[src/logic/ctrl_pkg.sv]
// shared types of the control unit; fast interrupt causes cover indices 0 to 14 only
package ctrl_pkg;

  ////////////////////
  // FSM and selectors
  ////////////////////

  // control FSM states
  typedef enum logic [3:0] {
    RESET,
    BOOT_SET,
    WAIT_SLEEP,
    SLEEP,
    FIRST_FETCH,
    DECODE,
    IRQ_TAKEN,
    FLUSH
  } ctrl_fsm_e;

  // fetch address select, valid only with pc_set
  typedef enum logic [2:0] {
    PC_BOOT = 3'd0,
    PC_JUMP = 3'd1,
    PC_EXC  = 3'd2,
    PC_ERET = 3'd3
  } pc_sel_e;

  // trap vector select inside the exception PC
  typedef enum logic {
    EXC_PC_EXC = 1'b0,
    EXC_PC_IRQ = 1'b1
  } exc_pc_sel_e;

  // mcause encoding, bit 5 marks an interrupt
  typedef enum logic [5:0] {
    EXC_CAUSE_INSN_ADDR_MISA     = 6'h00,
    EXC_CAUSE_INSTR_ACCESS_FAULT = 6'h01,
    EXC_CAUSE_ILLEGAL_INSN       = 6'h02,
    EXC_CAUSE_BREAKPOINT         = 6'h03,
    EXC_CAUSE_LOAD_ACCESS_FAULT  = 6'h05,
    EXC_CAUSE_STORE_ACCESS_FAULT = 6'h07,
    EXC_CAUSE_ECALL_UMODE        = 6'h08,
    EXC_CAUSE_ECALL_MMODE        = 6'h0b,
    EXC_CAUSE_IRQ_SOFTWARE_M     = 6'h23,
    EXC_CAUSE_IRQ_TIMER_M        = 6'h27,
    EXC_CAUSE_IRQ_EXTERNAL_M     = 6'h2b,
    EXC_CAUSE_IRQ_NM             = 6'h3f,
    // fast interrupts are 0x30 plus the index
    EXC_CAUSE_IRQ_FAST_0         = 6'h30,
    EXC_CAUSE_IRQ_FAST_14        = 6'h3e
  } exc_cause_e;

  typedef enum logic [1:0] {
    PRIV_LVL_U = 2'b00,
    PRIV_LVL_M = 2'b11
  } priv_lvl_e;

  ////////////////////
  // bundles
  ////////////////////

  // instruction held in the IF-ID register
  typedef struct packed {
    logic        valid;
    logic [31:0] rdata;
    logic [15:0] rdata_c;
    logic        is_compressed;
    logic        fetch_err;
    // error hit the upper half of an unaligned word
    logic        fetch_err_plus2;
    logic [31:0] pc;
  } instr_bus_t;

  // raw decoder flags, not yet qualified by valid
  typedef struct packed {
    logic illegal;
    logic ecall;
    logic mret;
    logic wfi;
    logic ebrk;
    logic csr_pipe_flush;
  } dec_flags_t;

  // interrupt requests after the mie mask
  typedef struct packed {
    logic        irq_software;
    logic        irq_timer;
    logic        irq_external;
    logic [14:0] irq_fast;
  } irqs_t;

  // exception unit report towards the FSM
  typedef struct packed {
    logic        special_req;
    logic        mret;
    logic        wfi;
    logic        csr_flush;
    logic        exc_pending;
    exc_cause_e  cause;
    logic [31:0] mtval;
  } exc_req_t;

  // redirect command to the fetch stage
  typedef struct packed {
    logic        pc_set;
    pc_sel_e     pc_mux;
    exc_pc_sel_e exc_pc_mux;
    exc_cause_e  cause;
  } pc_cmd_t;

  // CSR update command
  typedef struct packed {
    logic        save_if;
    logic        save_id;
    logic        restore_mret;
    logic        save_cause;
    logic [31:0] mtval;
  } csr_cmd_t;

endpackage

[src/logic/ctrl_exc_prio.sv]
// no writeback stage: LSU errors belong to the instruction held in ID and rank below EBREAK
module ctrl_exc_prio import ctrl_pkg::*; (
  input  logic       clk_i,
  input  logic       rst_ni,
  input  instr_bus_t instr_i,
  input  dec_flags_t dec_i,
  input  priv_lvl_e  priv_lvl_i,
  input  logic       mstatus_tw_i,
  input  logic       load_err_i,
  input  logic       store_err_i,
  input  logic [31:0] lsu_addr_i,
  input  ctrl_fsm_e  fsm_state_i,
  output exc_req_t   exc_req_o,
  output logic       id_exception_o
);

  logic illegal_insn;
  logic ecall_insn;
  logic mret_insn;
  logic wfi_insn;
  logic ebrk_insn;
  logic csr_flush;
  logic fetch_err;
  logic illegal_umode;
  logic in_flush;

  logic illegal_d, illegal_q;
  logic exc_req_d, exc_req_q;
  logic load_err_d, load_err_q;
  logic store_err_d, store_err_q;

  exc_cause_e  cause;
  logic [31:0] mtval;

  ////////////////////
  // qualify decoder
  ////////////////////

  // decoder flags are raw, only trust them with a valid instruction
  assign illegal_insn = dec_i.illegal & instr_i.valid;
  assign ecall_insn   = dec_i.ecall & instr_i.valid;
  assign mret_insn    = dec_i.mret & instr_i.valid;
  assign wfi_insn     = dec_i.wfi & instr_i.valid;
  assign ebrk_insn    = dec_i.ebrk & instr_i.valid;
  assign csr_flush    = dec_i.csr_pipe_flush & instr_i.valid;
  assign fetch_err    = instr_i.fetch_err & instr_i.valid;

  assign in_flush = (fsm_state_i == FLUSH);

  // MRET, and WFI under mstatus.TW, are M-mode only
  assign illegal_umode = (priv_lvl_i != PRIV_LVL_M) & (mret_insn | (mstatus_tw_i & wfi_insn));

  // requests drop in FLUSH so a handled trap does not fire twice
  assign illegal_d   = (illegal_insn | illegal_umode) & ~in_flush;
  assign exc_req_d   = (ecall_insn | ebrk_insn | illegal_insn | illegal_umode | fetch_err) &
                       ~in_flush;
  assign load_err_d  = load_err_i & ~in_flush;
  assign store_err_d = store_err_i & ~in_flush;

  always_ff @(posedge clk_i or negedge rst_ni) begin
    if (!rst_ni) begin
      illegal_q   <= 1'b0;
      exc_req_q   <= 1'b0;
      load_err_q  <= 1'b0;
      store_err_q <= 1'b0;
    end else begin
      illegal_q   <= illegal_d;
      exc_req_q   <= exc_req_d;
      load_err_q  <= load_err_d;
      store_err_q <= store_err_d;
    end
  end

  ////////////////////
  // priority
  ////////////////////

  // fetch error, illegal, ecall, ebreak, store, load
  always_comb begin
    cause = EXC_CAUSE_INSN_ADDR_MISA;
    mtval = '0;
    if (fetch_err) begin
      cause = EXC_CAUSE_INSTR_ACCESS_FAULT;
      mtval = instr_i.fetch_err_plus2 ? (instr_i.pc + 32'd2) : instr_i.pc;
    end else if (illegal_q) begin
      cause = EXC_CAUSE_ILLEGAL_INSN;
      mtval = instr_i.is_compressed ? {16'h0000, instr_i.rdata_c} : instr_i.rdata;
    end else if (ecall_insn) begin
      cause = (priv_lvl_i == PRIV_LVL_M) ? EXC_CAUSE_ECALL_MMODE : EXC_CAUSE_ECALL_UMODE;
    end else if (ebrk_insn) begin
      cause = EXC_CAUSE_BREAKPOINT;
    end else if (store_err_q) begin
      cause = EXC_CAUSE_STORE_ACCESS_FAULT;
      mtval = lsu_addr_i;
    end else if (load_err_q) begin
      cause = EXC_CAUSE_LOAD_ACCESS_FAULT;
      mtval = lsu_addr_i;
    end
  end

  // LSU strobes come unqualified, they are not tied to a valid ID instruction
  assign exc_req_o.special_req = mret_insn | wfi_insn | csr_flush | exc_req_d |
                                 load_err_i | store_err_i;
  assign exc_req_o.mret        = mret_insn;
  assign exc_req_o.wfi         = wfi_insn;
  assign exc_req_o.csr_flush   = csr_flush;
  assign exc_req_o.exc_pending = exc_req_q | store_err_q | load_err_q;
  assign exc_req_o.cause       = cause;
  assign exc_req_o.mtval       = mtval;

  assign id_exception_o = exc_req_d;

endmodule

[src/logic/ctrl_irq_arb.sv]
// irqs_i is already masked by mie; NumFastIrq from 1 to 15, higher fast bits are ignored
module ctrl_irq_arb import ctrl_pkg::*; #(
  parameter int unsigned NumFastIrq = 15
) (
  input  logic       clk_i,
  input  logic       rst_ni,
  input  irqs_t      irqs_i,
  input  logic       irq_nm_i,
  input  logic       mstatus_mie_i,
  input  logic       nmi_enter_i,
  input  logic       nmi_exit_i,
  output logic       handle_irq_o,
  output logic       wake_req_o,
  output exc_cause_e irq_cause_o,
  output logic       nmi_mode_o
);

  logic [NumFastIrq-1:0] irq_fast;
  logic [3:0]            fast_idx;
  logic                  irq_pending;
  logic                  nmi_mode_q;

  assign irq_fast    = irqs_i.irq_fast[NumFastIrq-1:0];
  assign irq_pending = (|irq_fast) | irqs_i.irq_external | irqs_i.irq_software |
                       irqs_i.irq_timer;

  // no nesting, an NMI handler is never interrupted
  assign handle_irq_o = ~nmi_mode_q & (irq_nm_i | (irq_pending & mstatus_mie_i));

  // WFI wakes on any request, even with MIE clear
  assign wake_req_o = irq_nm_i | irq_pending;

  ////////////////////
  // cause select
  ////////////////////

  // lowest index wins, so scan downwards
  always_comb begin
    fast_idx = 4'd0;
    for (int i = NumFastIrq - 1; i >= 0; i--) begin
      if (irq_fast[i]) begin
        fast_idx = i[3:0];
      end
    end
  end

  always_comb begin
    if (irq_nm_i) begin
      irq_cause_o = EXC_CAUSE_IRQ_NM;
    end else if (|irq_fast) begin
      // 0x30 plus index
      irq_cause_o = exc_cause_e'({2'b11, fast_idx});
    end else if (irqs_i.irq_external) begin
      irq_cause_o = EXC_CAUSE_IRQ_EXTERNAL_M;
    end else if (irqs_i.irq_software) begin
      irq_cause_o = EXC_CAUSE_IRQ_SOFTWARE_M;
    end else begin
      irq_cause_o = EXC_CAUSE_IRQ_TIMER_M;
    end
  end

  // NMI mode, set on entry and cleared by MRET from the handler
  always_ff @(posedge clk_i or negedge rst_ni) begin
    if (!rst_ni) begin
      nmi_mode_q <= 1'b0;
    end else if (nmi_enter_i) begin
      nmi_mode_q <= 1'b1;
    end else if (nmi_exit_i) begin
      nmi_mode_q <= 1'b0;
    end
  end

  assign nmi_mode_o = nmi_mode_q;

endmodule

[src/logic/ctrl_fsm.sv]
// interrupts enter only from DECODE with ID empty; pc_set is a one-cycle strobe, never acked
module ctrl_fsm import ctrl_pkg::*; (
  input  logic       clk_i,
  input  logic       rst_ni,
  input  exc_req_t   exc_req_i,
  input  logic       handle_irq_i,
  input  logic       wake_req_i,
  input  exc_cause_e irq_cause_i,
  input  logic       nmi_mode_i,
  input  logic       instr_valid_i,
  input  logic       branch_set_i,
  input  logic       jump_set_i,
  input  logic       stall_id_i,
  output ctrl_fsm_e  state_o,
  output pc_cmd_t    pc_cmd_o,
  output csr_cmd_t   csr_cmd_o,
  output logic       nmi_enter_o,
  output logic       nmi_exit_o,
  output logic       id_in_ready_o,
  output logic       instr_valid_clear_o,
  output logic       instr_req_o,
  output logic       ctrl_busy_o,
  output logic       controller_run_o,
  output logic       flush_id_o
);

  ctrl_fsm_e ctrl_fsm_cs, ctrl_fsm_ns;

  logic halt_if;
  logic retain_id;
  logic flush_id;

  ////////////////////
  // next state
  ////////////////////

  always_comb begin
    ctrl_fsm_ns      = ctrl_fsm_cs;
    instr_req_o      = 1'b1;
    ctrl_busy_o      = 1'b1;
    controller_run_o = 1'b0;
    halt_if          = 1'b0;
    retain_id        = 1'b0;
    flush_id         = 1'b0;
    nmi_enter_o      = 1'b0;
    nmi_exit_o       = 1'b0;

    // mux fields only count while pc_set is high
    pc_cmd_o.pc_set     = 1'b0;
    pc_cmd_o.pc_mux     = PC_BOOT;
    pc_cmd_o.exc_pc_mux = EXC_PC_IRQ;
    pc_cmd_o.cause      = EXC_CAUSE_INSN_ADDR_MISA;

    csr_cmd_o.save_if      = 1'b0;
    csr_cmd_o.save_id      = 1'b0;
    csr_cmd_o.restore_mret = 1'b0;
    csr_cmd_o.save_cause   = 1'b0;
    csr_cmd_o.mtval        = '0;

    case (ctrl_fsm_cs)
      RESET: begin
        // no fetch yet, boot address goes out
        instr_req_o     = 1'b0;
        pc_cmd_o.pc_set = 1'b1;
        ctrl_fsm_ns     = BOOT_SET;
      end

      BOOT_SET: begin
        pc_cmd_o.pc_set = 1'b1;
        ctrl_fsm_ns     = FIRST_FETCH;
      end

      WAIT_SLEEP: begin
        // drain IF and ID before sleep
        ctrl_busy_o = 1'b0;
        instr_req_o = 1'b0;
        halt_if     = 1'b1;
        flush_id    = 1'b1;
        ctrl_fsm_ns = SLEEP;
      end

      SLEEP: begin
        instr_req_o = 1'b0;
        halt_if     = 1'b1;
        flush_id    = 1'b1;
        if (wake_req_i) begin
          ctrl_fsm_ns = FIRST_FETCH;
        end else begin
          // keep the clock gate closed
          ctrl_busy_o = 1'b0;
        end
      end

      FIRST_FETCH: begin
        // wait for ID to take the first instruction
        if (id_in_ready_o) begin
          ctrl_fsm_ns = DECODE;
        end
      end

      DECODE: begin
        controller_run_o = 1'b1;
        pc_cmd_o.pc_mux  = PC_JUMP;

        // special request: keep instruction in ID for FLUSH
        if (exc_req_i.special_req) begin
          retain_id   = 1'b1;
          ctrl_fsm_ns = FLUSH;
        end

        if (branch_set_i || jump_set_i) begin
          pc_cmd_o.pc_set = 1'b1;
        end

        // irq waits for ID to drain, stop new fetches meanwhile
        if (handle_irq_i && (stall_id_i || instr_valid_i)) begin
          halt_if = 1'b1;
        end

        if (!stall_id_i && !exc_req_i.special_req && !instr_valid_i && handle_irq_i) begin
          ctrl_fsm_ns = IRQ_TAKEN;
          halt_if     = 1'b1;
        end
      end

      IRQ_TAKEN: begin
        pc_cmd_o.pc_mux     = PC_EXC;
        pc_cmd_o.exc_pc_mux = EXC_PC_IRQ;
        // request may have gone away, then just resume
        if (handle_irq_i) begin
          pc_cmd_o.pc_set      = 1'b1;
          pc_cmd_o.cause       = irq_cause_i;
          csr_cmd_o.save_if    = 1'b1;
          csr_cmd_o.save_cause = 1'b1;
          nmi_enter_o          = (irq_cause_i == EXC_CAUSE_IRQ_NM);
        end
        ctrl_fsm_ns = DECODE;
      end

      FLUSH: begin
        halt_if     = 1'b1;
        flush_id    = 1'b1;
        ctrl_fsm_ns = DECODE;

        if (exc_req_i.exc_pending) begin
          // trap: epc from ID, cause and mtval from the priority unit
          pc_cmd_o.pc_set      = 1'b1;
          pc_cmd_o.pc_mux      = PC_EXC;
          pc_cmd_o.exc_pc_mux  = EXC_PC_EXC;
          pc_cmd_o.cause       = exc_req_i.cause;
          csr_cmd_o.save_id    = 1'b1;
          csr_cmd_o.save_cause = 1'b1;
          csr_cmd_o.mtval      = exc_req_i.mtval;
        end else if (exc_req_i.mret) begin
          pc_cmd_o.pc_set        = 1'b1;
          pc_cmd_o.pc_mux        = PC_ERET;
          csr_cmd_o.restore_mret = 1'b1;
          nmi_exit_o             = nmi_mode_i;
        end else if (exc_req_i.wfi) begin
          ctrl_fsm_ns = WAIT_SLEEP;
        end else if (exc_req_i.csr_flush && handle_irq_i) begin
          // CSR write may have just enabled an interrupt
          ctrl_fsm_ns = IRQ_TAKEN;
        end
      end

      default: begin
        instr_req_o = 1'b0;
        ctrl_fsm_ns = RESET;
      end
    endcase
  end

  ////////////////////
  // stall control
  ////////////////////

  // new instruction only when nothing holds ID
  assign id_in_ready_o = ~stall_id_i & ~halt_if & ~retain_id;

  // a flush drops the instruction even when stalled or retained
  assign instr_valid_clear_o = ~(stall_id_i | retain_id) | flush_id;

  assign flush_id_o = flush_id;
  assign state_o    = ctrl_fsm_cs;

  always_ff @(posedge clk_i or negedge rst_ni) begin
    if (!rst_ni) begin
      ctrl_fsm_cs <= RESET;
    end else begin
      ctrl_fsm_cs <= ctrl_fsm_ns;
    end
  end

endmodule

[src/logic/ctrl_top.sv]
// control unit without writeback stage, debug mode or branch prediction; NumFastIrq 1 to 15
module ctrl_top import ctrl_pkg::*; #(
  parameter int unsigned NumFastIrq = 15
) (
  input  logic        clk_i,
  input  logic        rst_ni,
  // ID stage
  input  instr_bus_t  instr_i,
  input  dec_flags_t  dec_i,
  // CSR state
  input  priv_lvl_e   priv_lvl_i,
  input  logic        mstatus_tw_i,
  input  logic        mstatus_mie_i,
  // interrupts
  input  irqs_t       irqs_i,
  input  logic        irq_nm_i,
  // LSU
  input  logic        load_err_i,
  input  logic        store_err_i,
  input  logic [31:0] lsu_addr_i,
  // EX
  input  logic        branch_set_i,
  input  logic        jump_set_i,
  input  logic        stall_id_i,
  // commands out
  output pc_cmd_t     pc_cmd_o,
  output csr_cmd_t    csr_cmd_o,
  output logic        id_in_ready_o,
  output logic        instr_valid_clear_o,
  output logic        instr_req_o,
  output logic        ctrl_busy_o,
  output logic        controller_run_o,
  output logic        flush_id_o,
  output logic        nmi_mode_o,
  output logic        id_exception_o
);

  exc_req_t   exc_req;
  ctrl_fsm_e  fsm_state;
  logic       handle_irq;
  logic       wake_req;
  exc_cause_e irq_cause;
  logic       nmi_enter;
  logic       nmi_exit;

  ////////////////////
  // exceptions
  ////////////////////

  ctrl_exc_prio i_exc_prio (
    .clk_i          (clk_i),
    .rst_ni         (rst_ni),
    .instr_i        (instr_i),
    .dec_i          (dec_i),
    .priv_lvl_i     (priv_lvl_i),
    .mstatus_tw_i   (mstatus_tw_i),
    .load_err_i     (load_err_i),
    .store_err_i    (store_err_i),
    .lsu_addr_i     (lsu_addr_i),
    .fsm_state_i    (fsm_state),
    .exc_req_o      (exc_req),
    .id_exception_o (id_exception_o)
  );

  // interrupts and NMI mode
  ctrl_irq_arb #(
    .NumFastIrq (NumFastIrq)
  ) i_irq_arb (
    .clk_i         (clk_i),
    .rst_ni        (rst_ni),
    .irqs_i        (irqs_i),
    .irq_nm_i      (irq_nm_i),
    .mstatus_mie_i (mstatus_mie_i),
    .nmi_enter_i   (nmi_enter),
    .nmi_exit_i    (nmi_exit),
    .handle_irq_o  (handle_irq),
    .wake_req_o    (wake_req),
    .irq_cause_o   (irq_cause),
    .nmi_mode_o    (nmi_mode_o)
  );

  ctrl_fsm i_fsm (
    .clk_i               (clk_i),
    .rst_ni              (rst_ni),
    .exc_req_i           (exc_req),
    .handle_irq_i        (handle_irq),
    .wake_req_i          (wake_req),
    .irq_cause_i         (irq_cause),
    .nmi_mode_i          (nmi_mode_o),
    .instr_valid_i       (instr_i.valid),
    .branch_set_i        (branch_set_i),
    .jump_set_i          (jump_set_i),
    .stall_id_i          (stall_id_i),
    .state_o             (fsm_state),
    .pc_cmd_o            (pc_cmd_o),
    .csr_cmd_o           (csr_cmd_o),
    .nmi_enter_o         (nmi_enter),
    .nmi_exit_o          (nmi_exit),
    .id_in_ready_o       (id_in_ready_o),
    .instr_valid_clear_o (instr_valid_clear_o),
    .instr_req_o         (instr_req_o),
    .ctrl_busy_o         (ctrl_busy_o),
    .controller_run_o    (controller_run_o),
    .flush_id_o          (flush_id_o)
  );

endmodule

[config.mk]
export PLATFORM = sky130hd
export DESIGN_NAME = ctrl_top
export DESIGN_NICKNAME = d
export VERILOG_FILES = /design/src/logic/ctrl_pkg.sv /design/src/logic/ctrl_exc_prio.sv /design/src/logic/ctrl_irq_arb.sv /design/src/logic/ctrl_fsm.sv /design/src/logic/ctrl_top.sv
export SDC_FILE = /design/constraint.sdc
export NUM_CORES = 1
export LEC_CHECK = 0
export BUFFER_PORTS_ARGS = -buffer_cell sky130_fd_sc_hd__buf_2
export CAP_MARGIN = 40
export CELL_PAD_IN_SITES_DETAIL_PLACEMENT = 1
export CELL_PAD_IN_SITES_GLOBAL_PLACEMENT = 1
export CORE_MARGIN = 1
export CORE_UTILIZATION = 26
export DETAILED_ROUTE_END_ITERATION = 10
export GPL_ROUTABILITY_DRIVEN = 1
export PLACE_DENSITY_LB_ADDON = 0.1
export SLEW_MARGIN = 25
export SYNTH_ARGS = -nofsm -noshare
export SYNTH_HDL_FRONTEND = slang
export SYNTH_HIERARCHICAL = 1
export SYNTH_SLANG_ARGS = --single-unit
[constraint.sdc]
create_clock -name clk_i -period 2.6 [get_ports clk_i]
set_input_delay 0.26 -clock clk_i [delete_from_list [all_inputs] [get_ports clk_i]]
set_output_delay 0.26 -clock clk_i [all_outputs]
set_load 0.02 [all_outputs]
# Word level (Yosys, flattened, before mapping)
# Index checks and enable logic that the tools add are counted.
# W data, S select, Z words.
dict set report op_classes {
  n_mux 77
  n_eq_ne 13
  bitwise_logic 43
  reduce_logical 17
  n_addsub 1
}
# operator n
set ops {}
lappend ops {{$mux W32} 9}
lappend ops {{$mux W4} 23}
lappend ops {{$mux W6} 9}
lappend ops {{$mux W33} 1}
lappend ops {{$add A32 B2 Y32 const B} 1}
lappend ops {{$pmux W4 S8} 1}
lappend ops {{$mux W1} 21}
lappend ops {{$or A1 B1 Y1} 20}
lappend ops {{$and A1 B1 Y1} 17}
lappend ops {{$eq A4 B3 Y1 const B} 4}
lappend ops {{$reduce_or A15 Y1} 1}
lappend ops {{$pmux W7 S2} 1}
lappend ops {{$mux W3} 3}
lappend ops {{$pmux W3 S3} 1}
lappend ops {{$eq A4 B2 Y1 const B} 2}
lappend ops {{$mux W7} 1}
lappend ops {{$eq A6 B6 Y1 const B} 1}
lappend ops {{$mux W2} 3}
lappend ops {{$not A1 Y1} 6}
lappend ops {{$pmux W1 S2} 3}
lappend ops {{$logic_and A1 B1 Y1} 5}
lappend ops {{$reduce_or A5 Y1} 1}
lappend ops {{$eq A4 B1 Y1 const B} 1}
lappend ops {{$logic_not A4 Y1} 1}
lappend ops {{other kinds (11)} 15}
dict set report totals {
  regBits 9
  out_inout_bits 55
}

# Logic depth before layout (Yosys ltp)
dict set report logic_depth {
  ltp_word 21
  ltp_mapped 9
}

# Cells and area by module
# The synthesis kept the hierarchy.
# mod area_each_um2 instances cells_per_inst
set modules_own_cells {}
lappend modules_own_cells {ctrl_exc_prio 1620.3 1 237}
lappend modules_own_cells {ctrl_fsm 708.2 1 105}
lappend modules_own_cells {ctrl_irq_arb 289.0 1 39}

# Worst setup path after synthesis
# Ideal clock, no wire load.
dict set report synth_path {
  path_type {input-to-output}
  startpoint {input port irqs_i[4] (netlist name)}
  endpoint {output port pc_cmd_o[0] (netlist name)}
  t_arrival_ns 2.138
  cell_stages 7
  slack_ns 0.202
  t_required_ns 2.340
  path_buffers 1
  path_cell_list {nor4_2 > nand4_2 > or4b_4 > o211a_1 > and4b_1 > buf_4 > a22o_1}
}
# element line_no
set synth_rtl {}
lappend synth_rtl {{start, declared} ctrl_top.sv:15} ;# input irqs_t irqs_i,
lappend synth_rtl {{end, declared} ctrl_top.sv:26} ;# output pc_cmd_t pc_cmd_o,

==> reports/qor.csv <==
stage,metric,value,unit
status,status,"finished, final reports clean",
placed_design,io_buffers,205,
global_routing,grt_use_total,20.3,%
final_layout,final.fill_count,1353,
setup_path,required,2.34,ns
final_layout,final_net_count,742,
floorplan,dieHeight,102,um
sta,fin_crit,2.55,ns
placed_design,hpwl,9.05,mm
sta,finalMaxSlewViolations,0,
clock_network,cts_tree,built,
drt,drc_errors,0,
hold_path,hold_path.class,in2reg,
clock_network,cts_root_buf,clkbuf_8,
setup_path,arrival,2.29,ns
sta,slew_headroom,48.9,%
setup_path,path_max_fanout,7,
synth,syn_area,2620,um^2
setup_path,endpoint_kind,primary output,
floorplan,die_area,10500,um^2
synth,yosys_warnings,6,
synth,synth_edf_count,0,
final_layout,final_common_cell,buf_2,
sta,min_period_over_period,98.0,%
clock_network,clk_pin_slew_worst_paths,0.04,ns
synth,netlist_instances,381,
synth,yosysSeqAreaShare,7.65,%
placed_design,gp_congestion,0.772,
synth,synth_ff_type,dfrtp_1,
synth,synth_cell_type_count,70,
sta,setup_viol,0,
global_routing,grt_max_degree,41,
drt,drt_iter0_drc,57,
sta,fmax,392,MHz
floorplan,initial_core_util,26.8,%
global_routing,grt_pass1_wl,17.2,mm
setup_path,worst-setup-path-type,in2out,
final_layout,layout-drive-gt1-share,43.1,%
drt,vias,3592,
synth,avgSynthCellArea,6.87,um^2
clock_network,htree_levels,1,
global_routing,grt_overflow,0,
synth,synth_seq_cells,8,
drt,ant_nets,0,
floorplan,die_w,102,um
final_layout,syn_to_final_growth,49.9,%
clock_network,cts_made_buffers,3,
global_routing,grt_antenna_before_repair,0,
final_layout,antenna-diode-count,0,
final_layout,final_cell_mix,"buf_2, and2_1, nor2_1",
power,power.density,474,nW/um^2
sta,worst_pin_slew,0.766,ns
run,maxCapViolCount,0,
setup_path,start_kind,input port,
placed_design,dp_slack,-0.0680,ns
drt,wl_per_cell,15.4,um
clock_network,clock-sinks,8,
final_layout,fin_util,40.1,%
drt,viasPerCell,4.99,
drt,dr.pass1.iters,6,
sta,setup_slack,0.0511,ns
power,p_leak,0.00197,uW
floorplan,ios,207,
global_routing,grt_pass1_vias,3579,
power,vdd_drop_max,0.356,mV
sta,finClkSkew,0.00248,ns
floorplan,core_area,9770,um^2
clock_network,cts_buffer_depth,2,
clock_network,clk_latency,0.22,ns
drt,routed_wl,11.1,mm
synth,synthArstFlopShare,100,%
floorplan,rows,36,
sta,finalHoldViolCount,0,
## synth_stat cells (7+ instances only)
library cell | count | share of area, %
a21oi_1 | 19 | 3.6
a22oi_1 | 11 | 3.2
and2_1 | 39 | 9.3
and3_1 | 7 | 1.7
buf_2 | 9 | 1.7
buf_4 | 10 | 2.9
dfrtp_1 | 8 | 7.6
inv_1 | 7 | 1.0
mux2i_1 | 22 | 8.4
nand2_1 | 30 | 4.3
nand3_1 | 18 | 3.4
nand4_1 | 9 | 2.2
nor2_1 | 37 | 5.3
nor3_1 | 9 | 1.7
o21ai_0 | 23 | 4.4
xnor2_1 | 8 | 2.7
xor2_1 | 16 | 5.4
## timing repair
action / 4_1_cts / 5_1_grt
resized for setup: 5 / 3
buffers inserted: 1 / 1
hold buffers: 1 / 0
hold endpoints to repair: 8 / 0
setup endpoints to repair: 7 / 6
pin swaps: 1 / 4
## power breakdown
part	leakage (uW)	switching, uW	internal, uW	total (uW)
clock	0.0000216	42.6	99.7	142
combinational	0.00186	941	600	1540
sequential	0.0000900	20.6	157	178
total	0.00197	1000	857	1860
## cell families after synthesis
| logic type | synth area share, % |
|---|---|
| AOI/OAI and AO/OA | 26.5 |
| xor gates and xnor gates | 8.03 |
| adders and majority gates | 0.478 |
| buffers and inverters | 7.50 |
| DFF | 7.65 |
| muxes | 8.41 |
| other | 0.430 |
| and+or+nand+nor | 41.0 |
## through the flow
stage | total power [uW] | TNS (ns) | instance area, um^2 | hold slack (ns) | cells
6_report | 1860 | 0 | 3920 | 0.271 | 720
5_1_grt | 2020 | -0.00274 | 3920 | 0.293 | 720
4_1_cts | 1880 | 0 | 3910 | 0.271 | 719
3_5_place_dp | 1720 | -0.297 | 3810 | 0.110 | 714
3_3_place_gp | 1700 | -0.0115 | 3810 | 0.106 | 714
2_1_floorplan | 1160 | 0 | 2630 | -0.0356 | 383
## area by class of cell
class,count,area (um^2),area share (%)
inverters,9,33.8,0.861
repair buffers,229,1210,30.9
well taps,133,166,4.24
clock buffers,3,41.3,1.05
flip-flops and latches,8,200,5.10
multi-input cells,338,2270,57.9
## sequential cells by signal, summed over array words and instances (netlist names)
| name | flops |
|---|---|
| i_exc_prio/exc_req_q | 1 |
| i_fsm/state_o | 3 |
| i_exc_prio/store_err_q | 1 |
| i_exc_prio/load_err_q | 1 |
| i_exc_prio/illegal_q | 1 |
| i_irq_arb/nmi_mode_o | 1 |
## worst paths after layout
| kind | startpoint | to | slack (ns) | depth (start not counted) |
|---|---|---|---|---|
| worst max-delay path | irqs_i[7] | pc_cmd_o[5] | 0.05 | 8 |
| worst min-delay path | load_err_i | i_exc_prio/load_err_q$_DFF_PN0_ | 0.27 | 2 |
| worst max register to register | i_fsm/state_o[1]$_DFFE_PN0P_ | i_fsm/state_o[0]$_DFFE_PN0P_ | 0.59 | 6 |
| worst min register to register | i_irq_arb/nmi_mode_o$_DFFE_PN0P_ | i_irq_arb/nmi_mode_o$_DFFE_PN0P_ | 0.58 | 2 |
| max in group asynchronous | rst_ni | i_exc_prio/illegal_q$_DFF_PN0_ | 2.02 | 2 |
| min in group asynchronous | rst_ni | i_fsm/state_o[1]$_DFFE_PN0P_ | 0.41 | 2 |
## routing by layer
layer / global-route usage, % / up-vias / routed length (um)
met5: 0 / - / 0
met4: 3.08 / 0 / 72
met3: 1.44 / 6 / 576
met2: 37.8 / 115 / 5460
li1: - / 1815 / -
met1: 25.7 / 1656 / 4950
## critical path, cell delays in order
cell     delay (ns)
buf_2          0.13
nor4_4         0.33
nand4_2        0.16
or4b_4         0.53
o211a_4        0.17
and4b_2        0.28
a22o_1         0.26
buf_2          0.16
Power figures use the tool's default switching activity.
